<file path="src/include/rob_params.svh">
// reorder buffer parameters
`ifndef ROB_PARAMS_SVH
`define ROB_PARAMS_SVH

`define ROB_ELEMENTS      15    // usable entries
`define ROB_SLOTS         16    // one slot stays free, full vs empty
`define ROB_TAG_W         4     // log2 of slots, pointers wrap on their own
`define ROB_PAYLOAD_W     10
`define ROB_ALLOC_LANES   4
`define ROB_CMPL_LANES    3
`define ROB_RETIRE_LANES  4
`define ROB_LANE_CT_W     3     // holds 0..4
`define ROB_OCC_W         5     // holds 0..15 with headroom
`define ROB_WB_ADR_W      2
`define ROB_WB_DAT_W      16

`endif

</file>
<file path="src/rob_types_pkg.sv">
// reorder buffer data types
`default_nettype none
`include "rob_params.svh"

package rob_types_pkg;

    // slot index, also the tag handed to dispatch
    typedef logic [`ROB_TAG_W-1:0]     rob_tag_t;

    typedef logic [`ROB_PAYLOAD_W-1:0] rob_payload_t;  // entry data

    typedef logic [`ROB_LANE_CT_W-1:0] rob_lane_ct_t;  // alloc / retire lane count

    typedef logic [`ROB_OCC_W-1:0]     rob_occ_t;      // live entries

endpackage

`default_nettype wire

</file>
<file path="src/rob_csr_pkg.sv">
// register map of the reorder buffer
`default_nettype none
`include "rob_params.svh"

package rob_csr_pkg;

    // word addresses on the wishbone port
    typedef enum logic [`ROB_WB_ADR_W-1:0] {
        REG_CTRL    = 2'd0,  // retire enable, flush
        REG_STATUS  = 2'd1,  // occupancy, read only
        REG_RETIRED = 2'd2   // retired entry count, read only
    } rob_reg_e;

    localparam int CTRL_RETIRE_EN_BIT = 0;
    localparam int CTRL_FLUSH_BIT     = 1;  // self clearing

endpackage

`default_nettype wire

</file>
<file path="src/rob_buffer.sv">
// reorder buffer entry store
`timescale 1ns/1ns
`default_nettype none
`include "rob_params.svh"

module rob_buffer import rob_types_pkg::*; (
    input  wire               clk,
    input  wire               rst,

    input  wire               flush,
    input  wire               retire_en,

    // dispatch side, low lanes filled first
    input  wire rob_lane_ct_t alloc_ct,
    input  wire rob_payload_t alloc_data [`ROB_ALLOC_LANES],
    output rob_lane_ct_t      alloc_ready_ct,
    output rob_tag_t          alloc_tags [`ROB_ALLOC_LANES],

    // execution units mark entries done by tag
    input  wire [`ROB_CMPL_LANES-1:0] cmpl_valid,
    input  wire rob_tag_t     cmpl_tags [`ROB_CMPL_LANES],

    // in-order retire
    output rob_lane_ct_t      retire_valid_ct,
    output rob_payload_t      retire_data [`ROB_RETIRE_LANES],
    input  wire rob_lane_ct_t retire_ready_ct,

    output rob_lane_ct_t      retire_ct,
    output rob_occ_t          occupancy
);

    localparam int ALLOC_N  = `ROB_ALLOC_LANES;
    localparam int CMPL_N   = `ROB_CMPL_LANES;
    localparam int RETIRE_N = `ROB_RETIRE_LANES;

    rob_tag_t              rd_ptr;   // oldest live entry
    rob_tag_t              wr_ptr;   // next slot to allocate

    rob_payload_t          mem [`ROB_SLOTS];
    logic [`ROB_SLOTS-1:0] done;     // one per slot, cleared on allocate

    rob_occ_t              free_ct;
    rob_lane_ct_t          run_ct;   // done run at the head, capped
    rob_tag_t              rd_slot [RETIRE_N];

    // pointer difference taken mod 16 before widening
    assign occupancy = rob_occ_t'(rob_tag_t'(wr_ptr - rd_ptr));
    assign free_ct   = rob_occ_t'(`ROB_ELEMENTS) - occupancy;

    assign alloc_ready_ct = (free_ct >= rob_occ_t'(ALLOC_N)) ? rob_lane_ct_t'(ALLOC_N)
                                                             : rob_lane_ct_t'(free_ct);

    // tags the next allocations will receive
    always_comb begin
        for (int i = 0; i < ALLOC_N; i++) begin
            alloc_tags[i] = wr_ptr + rob_tag_t'(i);
        end
    end

    // head window and length of the completed run
    always_comb begin
        run_ct = '0;
        for (int i = 0; i < RETIRE_N; i++) begin
            rd_slot[i]     = rd_ptr + rob_tag_t'(i);
            retire_data[i] = mem[rd_slot[i]];
            // only extends while every older lane was done
            if (run_ct == rob_lane_ct_t'(i) && rob_occ_t'(i) < occupancy &&
                done[rd_slot[i]]) begin
                run_ct = run_ct + 1'b1;
            end
        end
    end

    assign retire_valid_ct = retire_en ? run_ct : '0;

    // a flush discards this cycle's retirement
    always_comb begin
        if (flush) begin
            retire_ct = '0;
        end else if (retire_ready_ct < retire_valid_ct) begin
            retire_ct = retire_ready_ct;  // consumer back-pressure
        end else begin
            retire_ct = retire_valid_ct;
        end
    end

    // pointers and done bits
    always_ff @(posedge clk) begin
        if (rst || flush) begin
            rd_ptr <= '0;
            wr_ptr <= '0;
            done   <= '0;
        end else begin
            for (int i = 0; i < ALLOC_N; i++) begin
                if (rob_lane_ct_t'(i) < alloc_ct) begin
                    done[alloc_tags[i]] <= 1'b0;
                end
            end
            // completions come after, a tag is never both
            for (int i = 0; i < CMPL_N; i++) begin
                if (cmpl_valid[i]) begin
                    done[cmpl_tags[i]] <= 1'b1;
                end
            end
            wr_ptr <= wr_ptr + rob_tag_t'(alloc_ct);
            rd_ptr <= rd_ptr + rob_tag_t'(retire_ct);
        end
    end

    // payload store
    always_ff @(posedge clk) begin
        for (int i = 0; i < ALLOC_N; i++) begin
            if (!flush && rob_lane_ct_t'(i) < alloc_ct) begin
                mem[alloc_tags[i]] <= alloc_data[i];
            end
        end
    end

endmodule

`default_nettype wire

</file>
<file path="src/rob_csr.sv">
// reorder buffer control registers
`timescale 1ns/1ns
`default_nettype none
`include "rob_params.svh"

module rob_csr import rob_types_pkg::*, rob_csr_pkg::*; (
    input  wire                       clk,
    input  wire                       rst,

    // wishbone classic slave
    input  wire                       wb_cyc,
    input  wire                       wb_stb,
    input  wire                       wb_we,
    input  wire rob_reg_e             wb_adr,
    input  wire [`ROB_WB_DAT_W-1:0]   wb_wdata,
    output logic [`ROB_WB_DAT_W-1:0]  wb_rdata,
    output logic                      wb_ack,

    input  wire rob_occ_t             occupancy,
    input  wire rob_lane_ct_t         retire_ct,

    output logic                      retire_en,
    output logic                      flush
);

    localparam int DAT_W = `ROB_WB_DAT_W;

    logic             wb_req;       // request seen, ack not yet given
    logic             ctrl_wr;
    logic [DAT_W-1:0] retired_cnt;
    logic [DAT_W-1:0] rd_mux;

    assign wb_req  = wb_cyc && wb_stb && !wb_ack;
    assign ctrl_wr = wb_req && wb_we && (wb_adr == REG_CTRL);

    // ack, control register and flush pulse
    always_ff @(posedge clk) begin
        if (rst) begin
            wb_ack    <= 1'b0;
            retire_en <= 1'b1;
            flush     <= 1'b0;
        end else begin
            wb_ack <= wb_req;  // single cycle, master drops stb after it
            flush  <= ctrl_wr && wb_wdata[CTRL_FLUSH_BIT];
            if (ctrl_wr) begin
                retire_en <= wb_wdata[CTRL_RETIRE_EN_BIT];
            end
        end
    end

    // wrapping count of retired entries
    always_ff @(posedge clk) begin
        if (rst || flush) begin
            retired_cnt <= '0;
        end else begin
            retired_cnt <= retired_cnt + DAT_W'(retire_ct);
        end
    end

    always_comb begin
        rd_mux = '0;
        case (wb_adr)
            REG_CTRL:    rd_mux[CTRL_RETIRE_EN_BIT] = retire_en;  // flush reads 0
            REG_STATUS:  rd_mux = DAT_W'(occupancy);
            REG_RETIRED: rd_mux = retired_cnt;
            default:     rd_mux = '0;
        endcase
    end

    // captured with the request so it is stable while ack is high
    always_ff @(posedge clk) begin
        if (wb_req) begin
            wb_rdata <= rd_mux;
        end
    end

endmodule

`default_nettype wire

</file>
<file path="src/rob_top.sv">
// reorder buffer subsystem top
`timescale 1ns/1ns
`default_nettype none
`include "rob_params.svh"

module rob_top import rob_types_pkg::*, rob_csr_pkg::*; (
    input  wire                       clk,
    input  wire                       rst,

    input  wire rob_lane_ct_t         alloc_ct,
    input  wire rob_payload_t         alloc_data [`ROB_ALLOC_LANES],
    output rob_lane_ct_t              alloc_ready_ct,
    output rob_tag_t                  alloc_tags [`ROB_ALLOC_LANES],

    input  wire [`ROB_CMPL_LANES-1:0] cmpl_valid,
    input  wire rob_tag_t             cmpl_tags [`ROB_CMPL_LANES],

    output rob_lane_ct_t              retire_valid_ct,
    output rob_payload_t              retire_data [`ROB_RETIRE_LANES],
    input  wire rob_lane_ct_t         retire_ready_ct,

    input  wire                       wb_cyc,
    input  wire                       wb_stb,
    input  wire                       wb_we,
    input  wire rob_reg_e             wb_adr,
    input  wire [`ROB_WB_DAT_W-1:0]   wb_wdata,
    output logic [`ROB_WB_DAT_W-1:0]  wb_rdata,
    output logic                      wb_ack
);

    logic         retire_en;
    logic         flush;      // one cycle, from a CTRL write
    rob_occ_t     occupancy;
    rob_lane_ct_t retire_ct;  // entries actually removed

    rob_buffer u_buffer (
        .clk             (clk),
        .rst             (rst),
        .flush           (flush),
        .retire_en       (retire_en),
        .alloc_ct        (alloc_ct),
        .alloc_data      (alloc_data),
        .alloc_ready_ct  (alloc_ready_ct),
        .alloc_tags      (alloc_tags),
        .cmpl_valid      (cmpl_valid),
        .cmpl_tags       (cmpl_tags),
        .retire_valid_ct (retire_valid_ct),
        .retire_data     (retire_data),
        .retire_ready_ct (retire_ready_ct),
        .retire_ct       (retire_ct),
        .occupancy       (occupancy)
    );

    rob_csr u_csr (
        .clk       (clk),
        .rst       (rst),
        .wb_cyc    (wb_cyc),
        .wb_stb    (wb_stb),
        .wb_we     (wb_we),
        .wb_adr    (wb_adr),
        .wb_wdata  (wb_wdata),
        .wb_rdata  (wb_rdata),
        .wb_ack    (wb_ack),
        .occupancy (occupancy),
        .retire_ct (retire_ct),
        .retire_en (retire_en),
        .flush     (flush)
    );

endmodule

`default_nettype wire

</file>
<file path="config.mk">
export PLATFORM = sky130hd
export DESIGN_NAME = rob_top
export DESIGN_NICKNAME = d
export VERILOG_FILES = /design/src/rob_types_pkg.sv /design/src/rob_csr_pkg.sv /design/src/rob_buffer.sv /design/src/rob_csr.sv /design/src/rob_top.sv
export VERILOG_INCLUDE_DIRS = /design/src /design/src/include
export SDC_FILE = /design/constraint.sdc
export NUM_CORES = 1
export LEC_CHECK = 0
export ABC_AREA = 0
export BUFFER_PORTS_ARGS = -buffer_cell sky130_fd_sc_hd__buf_4
export CAP_MARGIN = 10
export CELL_PAD_IN_SITES_DETAIL_PLACEMENT = 1
export CELL_PAD_IN_SITES_GLOBAL_PLACEMENT = 1
export CORE_AREA = 4 4 226 228
export CTS_CLUSTER_SIZE = 14
export DETAILED_ROUTE_END_ITERATION = 7
export DIE_AREA = 0 0 230 232
export PLACE_DENSITY_LB_ADDON = 0.3
export REMOVE_ABC_BUFFERS = 1
export SYNTH_ARGS = -nofsm -noshare
export SYNTH_HDL_FRONTEND = slang
export SYNTH_SLANG_ARGS = --single-unit
</file>
<file path="constraint.sdc">
create_clock -name clk -period 22.4 [get_ports clk]
set_clock_uncertainty 0.1 [all_clocks]
set_input_delay 1.12 -clock clk [delete_from_list [all_inputs] [get_ports clk]]
set_output_delay 1.12 -clock clk [all_outputs]
set_load 0.005 [all_outputs]
</file>
## Yosys cells after proc, flatten, opt, wreduce, memory -nomap -nowiden

Memories as Yosys holds them, arrays and structs flattened. A register that Yosys moved wholly into a read port is not among the register bits.
Cells that the tools add are included.

| storage, ports and cells | value |
|---|---|
| flip-flop bits (word level) | 59 |
| RAM bits | 160 |
| bits of input ports | 84 |
| output and inout port bits | 79 |
| logic and storage cells | 148 |
| memories | 1 |

| operators by class | value |
|---|---|
| add/sub/neg operators | 14 |
| $lt $le $gt $ge | 28 |
| eq/ne operators | 5 |
| multiplexer cells | 54 |
| bitwise logic cells | 11 |
| reduce and logical (&&, ||, !) cells | 27 |

Memory list:

| memory | words | bits a word | rd ports | clocked after memory_dff | write ports | RTL line | RTL |
|---|---|---|---|---|---|---|---|
| u_buffer.mem | 16 | 10 | 4 | 1 | 4 | rob_buffer.sv:39 | `` rob_payload_t mem [`ROB_SLOTS]; `` |

Operators by type and width:

| operator | count |
|---|---|
| 2-to-1 mux 16 bit | 13 |
| AND 16 bit | 4 |
| NOT 16 bit | 4 |
| less-than comparator 4 x 5 -> 1 bit (second input constant) | 11 |
| OR 16 bit | 3 |
| one-hot mux 15 bit (2 select lines) | 1 |
| demux 1 bit (select 4 bit) | 7 |
| >= comparator 4 x 1 -> 1 bit (second input constant) | 7 |
| logical AND 1 bit | 23 |
| 2-to-1 mux 3 bit | 7 |
| 2-to-1 mux 1 bit | 20 |
| adder 16 x 3 -> 16 bit | 1 |
| adder 4 x 2 -> 4 bit (second input constant) | 4 |
| binary-select mux 1 bit (select 4 bit) | 4 |
| adder 4 x 1 -> 4 bit (second input constant) | 2 |
| adder 4 x 3 -> 4 bit | 2 |
| less-than comparator 1 x 4 -> 1 bit (first input constant) | 2 |
| less-than comparator 2 x 4 -> 1 bit (first input constant) | 2 |
| adder 3 x 1 -> 3 bit (second input constant) | 2 |
| == test 3 x 2 -> 1 bit (second input constant) | 2 |
| less-than comparator 1 x 3 -> 1 bit (first input constant) | 2 |
| less-than comparator 2 x 3 -> 1 bit (first input constant) | 2 |
| >= comparator 5 x 3 -> 1 bit (second input constant) | 1 |
| subtractor 4 x 4 -> 5 bit (first input constant) | 1 |
| 11 further kinds | 12 |

## Longest topological paths before layout

| logic depth | value |
|---|---|
| depth in word-level cells | 25 |
| depth in mapped cells | 34 |

## Cells and area by module

Synthesis repeated with hierarchy kept, for this count alone.

| unflattened totals | value |
|---|---|
| cell total of the unflattened synthesis | 1886 |
| area, all modules | 19553.8 um^2 |

Modules (own cells, without submodules):

| module | times used | cells each | area an instance (um^2) | sequential area each (um^2) |
|---|---|---|---|---|
| rob_buffer | 1 | 1749 | 18011.0 | 5285.1 |
| rob_csr | 1 | 137 | 1542.7 | 860.8 |

## Worst setup path before layout

Ideal clock, no wire load.

| timing | value |
|---|---|
| kind | register to register |
| start | reg u_buffer.rd_ptr[1] |
| end | reg u_csr.retired_cnt[15] |
| arrival time | 7.102 ns |
| setup slack | 15.071 ns |
| cell stages (with the launch flop) | 34 |
| path buffers | 6 |
| cell sequence | dfxtp_1 buf_2 clkbuf_1 clkbuf_1 inv_1 ha_1 clkbuf_1 clkbuf_1 clkbuf_1 mux4_2 mux2_2 o211ai_1 nor2_1 ha_1 o211a_2 xor2_1 ha_1 ha_1 o211ai_2 mux2i_1 nand2_1 ha_1 nor3_1 nand2_1 o21ai_2 mux2_4 ha_1 a21o_1 a21oi_1 nor2b_1 and4_1 nand3_1 xor2_1 nor2_1 |

| on the way | value |
|---|---|
| cells in the longest elaborated chain, start to end | 21 |
| elaborated cells between the ends (all ways) | 38 |
| those cells by class | 8 x add/sub; 5 x order compare; 3 x eq/ne; 15 x mux; 7 x reduce/logical |

Ends and longest elaborated chain:

| what | RTL line | RTL |
|---|---|---|
| from (decl) | rob_buffer.sv:36 | `rob_tag_t rd_ptr;` |
| from (signal assigned) | rob_buffer.sv:106 | `rd_ptr <= rd_ptr + rob_tag_t'(retire_ct);` |
| parallel branches: the longest is 15 deep, another holds subtractor 4 bit | - |  |
| 2-to-1 mux 3 bit * | rob_buffer.sv:67 | `if (run_ct == rob_lane_ct_t'(i) && rob_occ_t'(i) < occupancy &&` |
| 2-to-1 mux 3 bit * | rob_buffer.sv:74 | `assign retire_valid_ct = retire_en ? run_ct : '0;` |
| less-than comparator 3 bit | rob_buffer.sv:80 | `end else if (retire_ready_ct < retire_valid_ct) begin` |
| 2-to-1 mux 3 bit * | rob_buffer.sv:80 |  |
| 2-to-1 mux 3 bit * | rob_buffer.sv:78 | `if (flush) begin` |
| adder 16 x 3 -> 16 bit * | rob_csr.sv:56 | `retired_cnt <= retired_cnt + DAT_W'(retire_ct);` |
| to (signal assigned) | rob_csr.sv:56 |  |
| to (decl) | rob_csr.sv:30 | `logic [DAT_W-1:0] retired_cnt;` |

Mark *: on every way between the ends. The select of a mux whose other input is x is not followed.
A chain may end at the register's enable or synchronous reset.

## Worst setup path after layout

| timing | value |
|---|---|
| start | reg u_buffer.rd_ptr[0] |
| end | reg u_csr.retired_cnt[15] |

Same word-level chain as after synthesis.

==> flow_metrics.env <==
export IMPL_status="completed"
export IMPL_clkLatencyLatePin_ns=0.57
export IMPL_syn_area_um2=19400
export IMPL_track_usage=0.288
export IMPL_yosysSeqAreaShare=0.316
export IMPL_cts_tree="done"
export IMPL_synth_cell_type_count=55
export IMPL_finalCriticalPeriod_ns=7.17
export IMPL_post_synth_top_count_cell="mux4_2"
export IMPL_cts_root_buf="clkbuf_16"
export IMPL_firstDrtPassIters=5
export IMPL_slowest_stage="dfxtp_4"
export IMPL_antenna_found_initial=4
export IMPL_postCtsSetupBuffers=0
export IMPL_synth_edf_count=176
export IMPL_cts_num_sinks=219
export IMPL_final_hold_violation_count=0
export IMPL_maxCapViolations=0
export IMPL_rr_endpoint="u_csr.retired_cnt[15]$_SDFF_PP0_"
export IMPL_final_util=0.451
export IMPL_finalMaxSlewViolations=0
export IMPL_crit_required_ns=22.74
export IMPL_power_density_nw_per_um2=92.9
export IMPL_chipWidth_um=230
export IMPL_worst_pin_slew_ns=1.27
export IMPL_grt_pass1_vias=17200
export IMPL_grt_pass1_wl_um=115000
export IMPL_antenna_left=0
export IMPL_hold_path_end="u_csr.wb_ack$_SDFF_PP0_"
export IMPL_setup_violations=0
export IMPL_rsz0062_at_grt="no"
export IMPL_cp_common_cell="ha_1"
export IMPL_core_um2=48800
export IMPL_wire_per_inst_um=31.3
export IMPL_clockBufferDepth=3
export IMPL_dpl_hpwl_um=50100
export IMPL_period_share=0.320
export IMPL_ys_top_cells_by_area="edfxtp_1, mux4_2, mux2i_1"
export IMPL_synth_avg_cell_area_um2=10.9
export IMPL_syn_to_final_growth_pct=13.3
export IMPL_cp_max_fo=57
export IMPL_vias_per_cell=6.78
export IMPL_netlist_instances=1791
export IMPL_max_slew_margin_rel=0.148
export IMPL_clk_pin_slew_worst_paths_ns=0.06
export IMPL_critPathKind="reg -> reg"
export IMPL_ys_warnings_count=0
export IMPL_fmax_mhz=139
export IMPL_dpl_cell_count=2461
export IMPL_fill_cells=5287
export IMPL_min_from="u_csr.wb_ack$_SDFF_PP0_"
export IMPL_drtIter0Drc=2100
export IMPL_r2r_start="u_buffer.rd_ptr[0]$_SDFF_PP0_"
export IMPL_start_kind="register"
export IMPL_io_buffers=148
export IMPL_hold_class="reg -> reg"
export IMPL_cts_resized=0
export IMPL_hold_depth=1
export IMPL_grt_max_degree=81
export IMPL_synth_common_cells="mux4_2, nor2_1, mux2i_1, edfxtp_1, clkbuf_1"
export IMPL_arrival_ns=7.52
export IMPL_tns_ns=0
export IMPL_overflow=0
export IMPL_drive_above_1_share=0.265
export IMPL_critPathMaxStageDelay_ns=0.96
export IMPL_leakagePower_nw=8.49
export IMPL_rr_worst_depth=26
export IMPL_ir_drop_mv=0.0625
export IMPL_rows=81
export IMPL_ios=163
export IMPL_ys_seq_elements=219
export IMPL_fin_nets=1950
export IMPL_dominantRegCellSynth="edfxtp_1"
export IMPL_synth_async_reset_ratio=0
export IMPL_dieHeight_um=232
export IMPL_synthDominantCellAreaShare=0.272
export IMPL_die_area_um2=53400
export IMPL_numCtsBuffers=28
export IMPL_synth_top_cell_by_area="edfxtp_1"
export IMPL_postRouteWirelength_um=78800
export IMPL_h_tree_depth=1
export IMPL_stdcell_count=2516
export IMPL_place_congestion=0.914
export IMPL_drc=0
export IMPL_r2r_slack_ns=15.23
export IMPL_crit_path_end_kind="register"
export IMPL_vias=17100
export IMPL_start_util=0.398
export IMPL_holdBufCountCts=0
-- kinds of logic (layout without fill, tap and decap cells) --
| group | after synthesis | in the layout | share of synthesized area |
|---|---|---|---|
| AO/OA/AOI/OAI | 446 | 446 | 0.160 |
| AND/OR/NAND/NOR | 443 | 443 | 0.0995 |
| multiplexers | 398 | 398 | 0.340 |
| flip-flops | 219 | 219 | 0.316 |
| buffers and inverters | 219 | 276 | 0.0444 |
| adder cells (fa/ha/maj) | 39 | 39 | 0.0267 |
| XOR/XNOR | 27 | 27 | 0.0133 |
| other | 0 | 4 | 0 |
-- worst max-delay path, delay by kind of cell, from the launching register on --
| kind | cells | cell delay (ns) |
|---|---|---|
| buf+inv | 1 | 0.28 |
| xor+xnor | 1 | 0.14 |
| simple gates | 9 | 1.43 |
| flops | 1 | 0.96 |
| compound gates | 6 | 0.88 |
| mux | 4 | 1.35 |
| fa+ha+maj | 5 | 1.90 |
-- per-layer routing --
| layer | GRT usage | up-vias | part of all wire | wire length (µm) |
|---|---|---|---|---|
| li1 | - | 7056 | - | - |
| met1 | 0.381 | 8708 | 0.39 | 30600 |
| met2 | 0.451 | 1060 | 0.46 | 36000 |
| met3 | 0.0617 | 242 | 0.098 | 7730 |
| met4 | 0.139 | 0 | 0.056 | 4390 |
| met5 | 0 | - | 0 | 0 |
-- final cells by class --
type | instances | area, µm² | share of cell area
Multi-Input combinational cell | 1353 | 12500 | 0.570
Sequential cell | 219 | 6150 | 0.280
Timing Repair Buffer | 201 | 1510 | 0.0685
Tap cell | 664 | 831 | 0.0377
Clock buffer | 36 | 783 | 0.0356
Clock inverter | 15 | 97.6 | 0.00443
Inverter | 24 | 90.1 | 0.00409
Antenna cell | 4 | 10.0 | 0.000455
-- worst max path at each step --
stage | slack [ns] | to | start
finish | 15.23 | u_csr.retired_cnt[15]$_SDFF_PP0_ | u_buffer.rd_ptr[0]$_SDFF_PP0_
global route | 14.56 | u_csr.retired_cnt[15]$_SDFF_PP0_ | u_buffer.rd_ptr[0]$_SDFF_PP0_
CTS | 15.14 | u_csr.retired_cnt[15]$_SDFF_PP0_ | u_buffer.rd_ptr[0]$_SDFF_PP0_
detailed placement | 15.17 | u_csr.retired_cnt[15]$_SDFF_PP0_ | u_buffer.rd_ptr[0]$_SDFF_PP0_
global placement | 15.36 | u_csr.retired_cnt[15]$_SDFF_PP0_ | u_buffer.rd_ptr[0]$_SDFF_PP0_
floorplan | 8.19 | u_csr.retired_cnt[15]$_SDFF_PP0_ | u_buffer.rd_ptr[0]$_SDFF_PP0_
-- report_power, final --
part | internal, mW | switching, mW | leakage, nW
combinational | 0.469 | 0.514 | 6.08
clock | 0.256 | 0.193 | 0.439
sequential | 0.535 | 0.0778 | 1.98
-- registers in the layout, summed over array words and instances (netlist names) --
| signal | cells |
|---|---|
| u_csr.retire_en | 1 |
| u_buffer.done | 16 |
| u_buffer.wr_ptr | 4 |
| u_csr.flush | 1 |
| u_buffer.rd_ptr | 4 |
| u_csr.wb_ack | 1 |
| u_csr.retired_cnt | 16 |
| u_buffer.mem | 160 |
| u_csr.wb_rdata | 16 |
-- metrics by stage --
step / hold slack [ns] / worst slack [ns] / power (mW) / cell area, µm²
floorplan: 0.350 / 8.19 / 1.23 / 18700
global placement: 0.342 / 15.36 / 1.56 / 21100
detailed placement: 0.394 / 15.17 / 1.59 / 21100
CTS: 0.421 / 15.14 / 2.04 / 22000
global route: 0.427 / 14.56 / 2.13 / 22000
finish: 0.412 / 15.23 / 2.05 / 22000
-- cells in the final DEF (no fill, tap or decap), types with 5 or more instances in the layout --
master	count
a222oi_1	6
mux2_2	11
a221oi_1	13
clkinv_1	6
inv_1	17
buf_4	201
o21ai_1	73
xnor2_1	7
o21bai_1	7
mux4_2	208
inv_2	7
nor3_1	11
edfxtp_1	176
nor2_1	201
clkinv_2	6
a211oi_1	131
nor2b_1	25
nand3_1	15
clkbuf_16	30
xor2_1	14
nor3_2	8
dfxtp_1	41
a21o_1	127
clkbuf_1	5
a22oi_1	10
or3_1	8
ha_1	34
mux2i_1	178
a21oi_1	35
nand2_1	125
and2_1	22
a31oi_1	10
o211ai_1	15
Power figures use the tool's default switching activity.
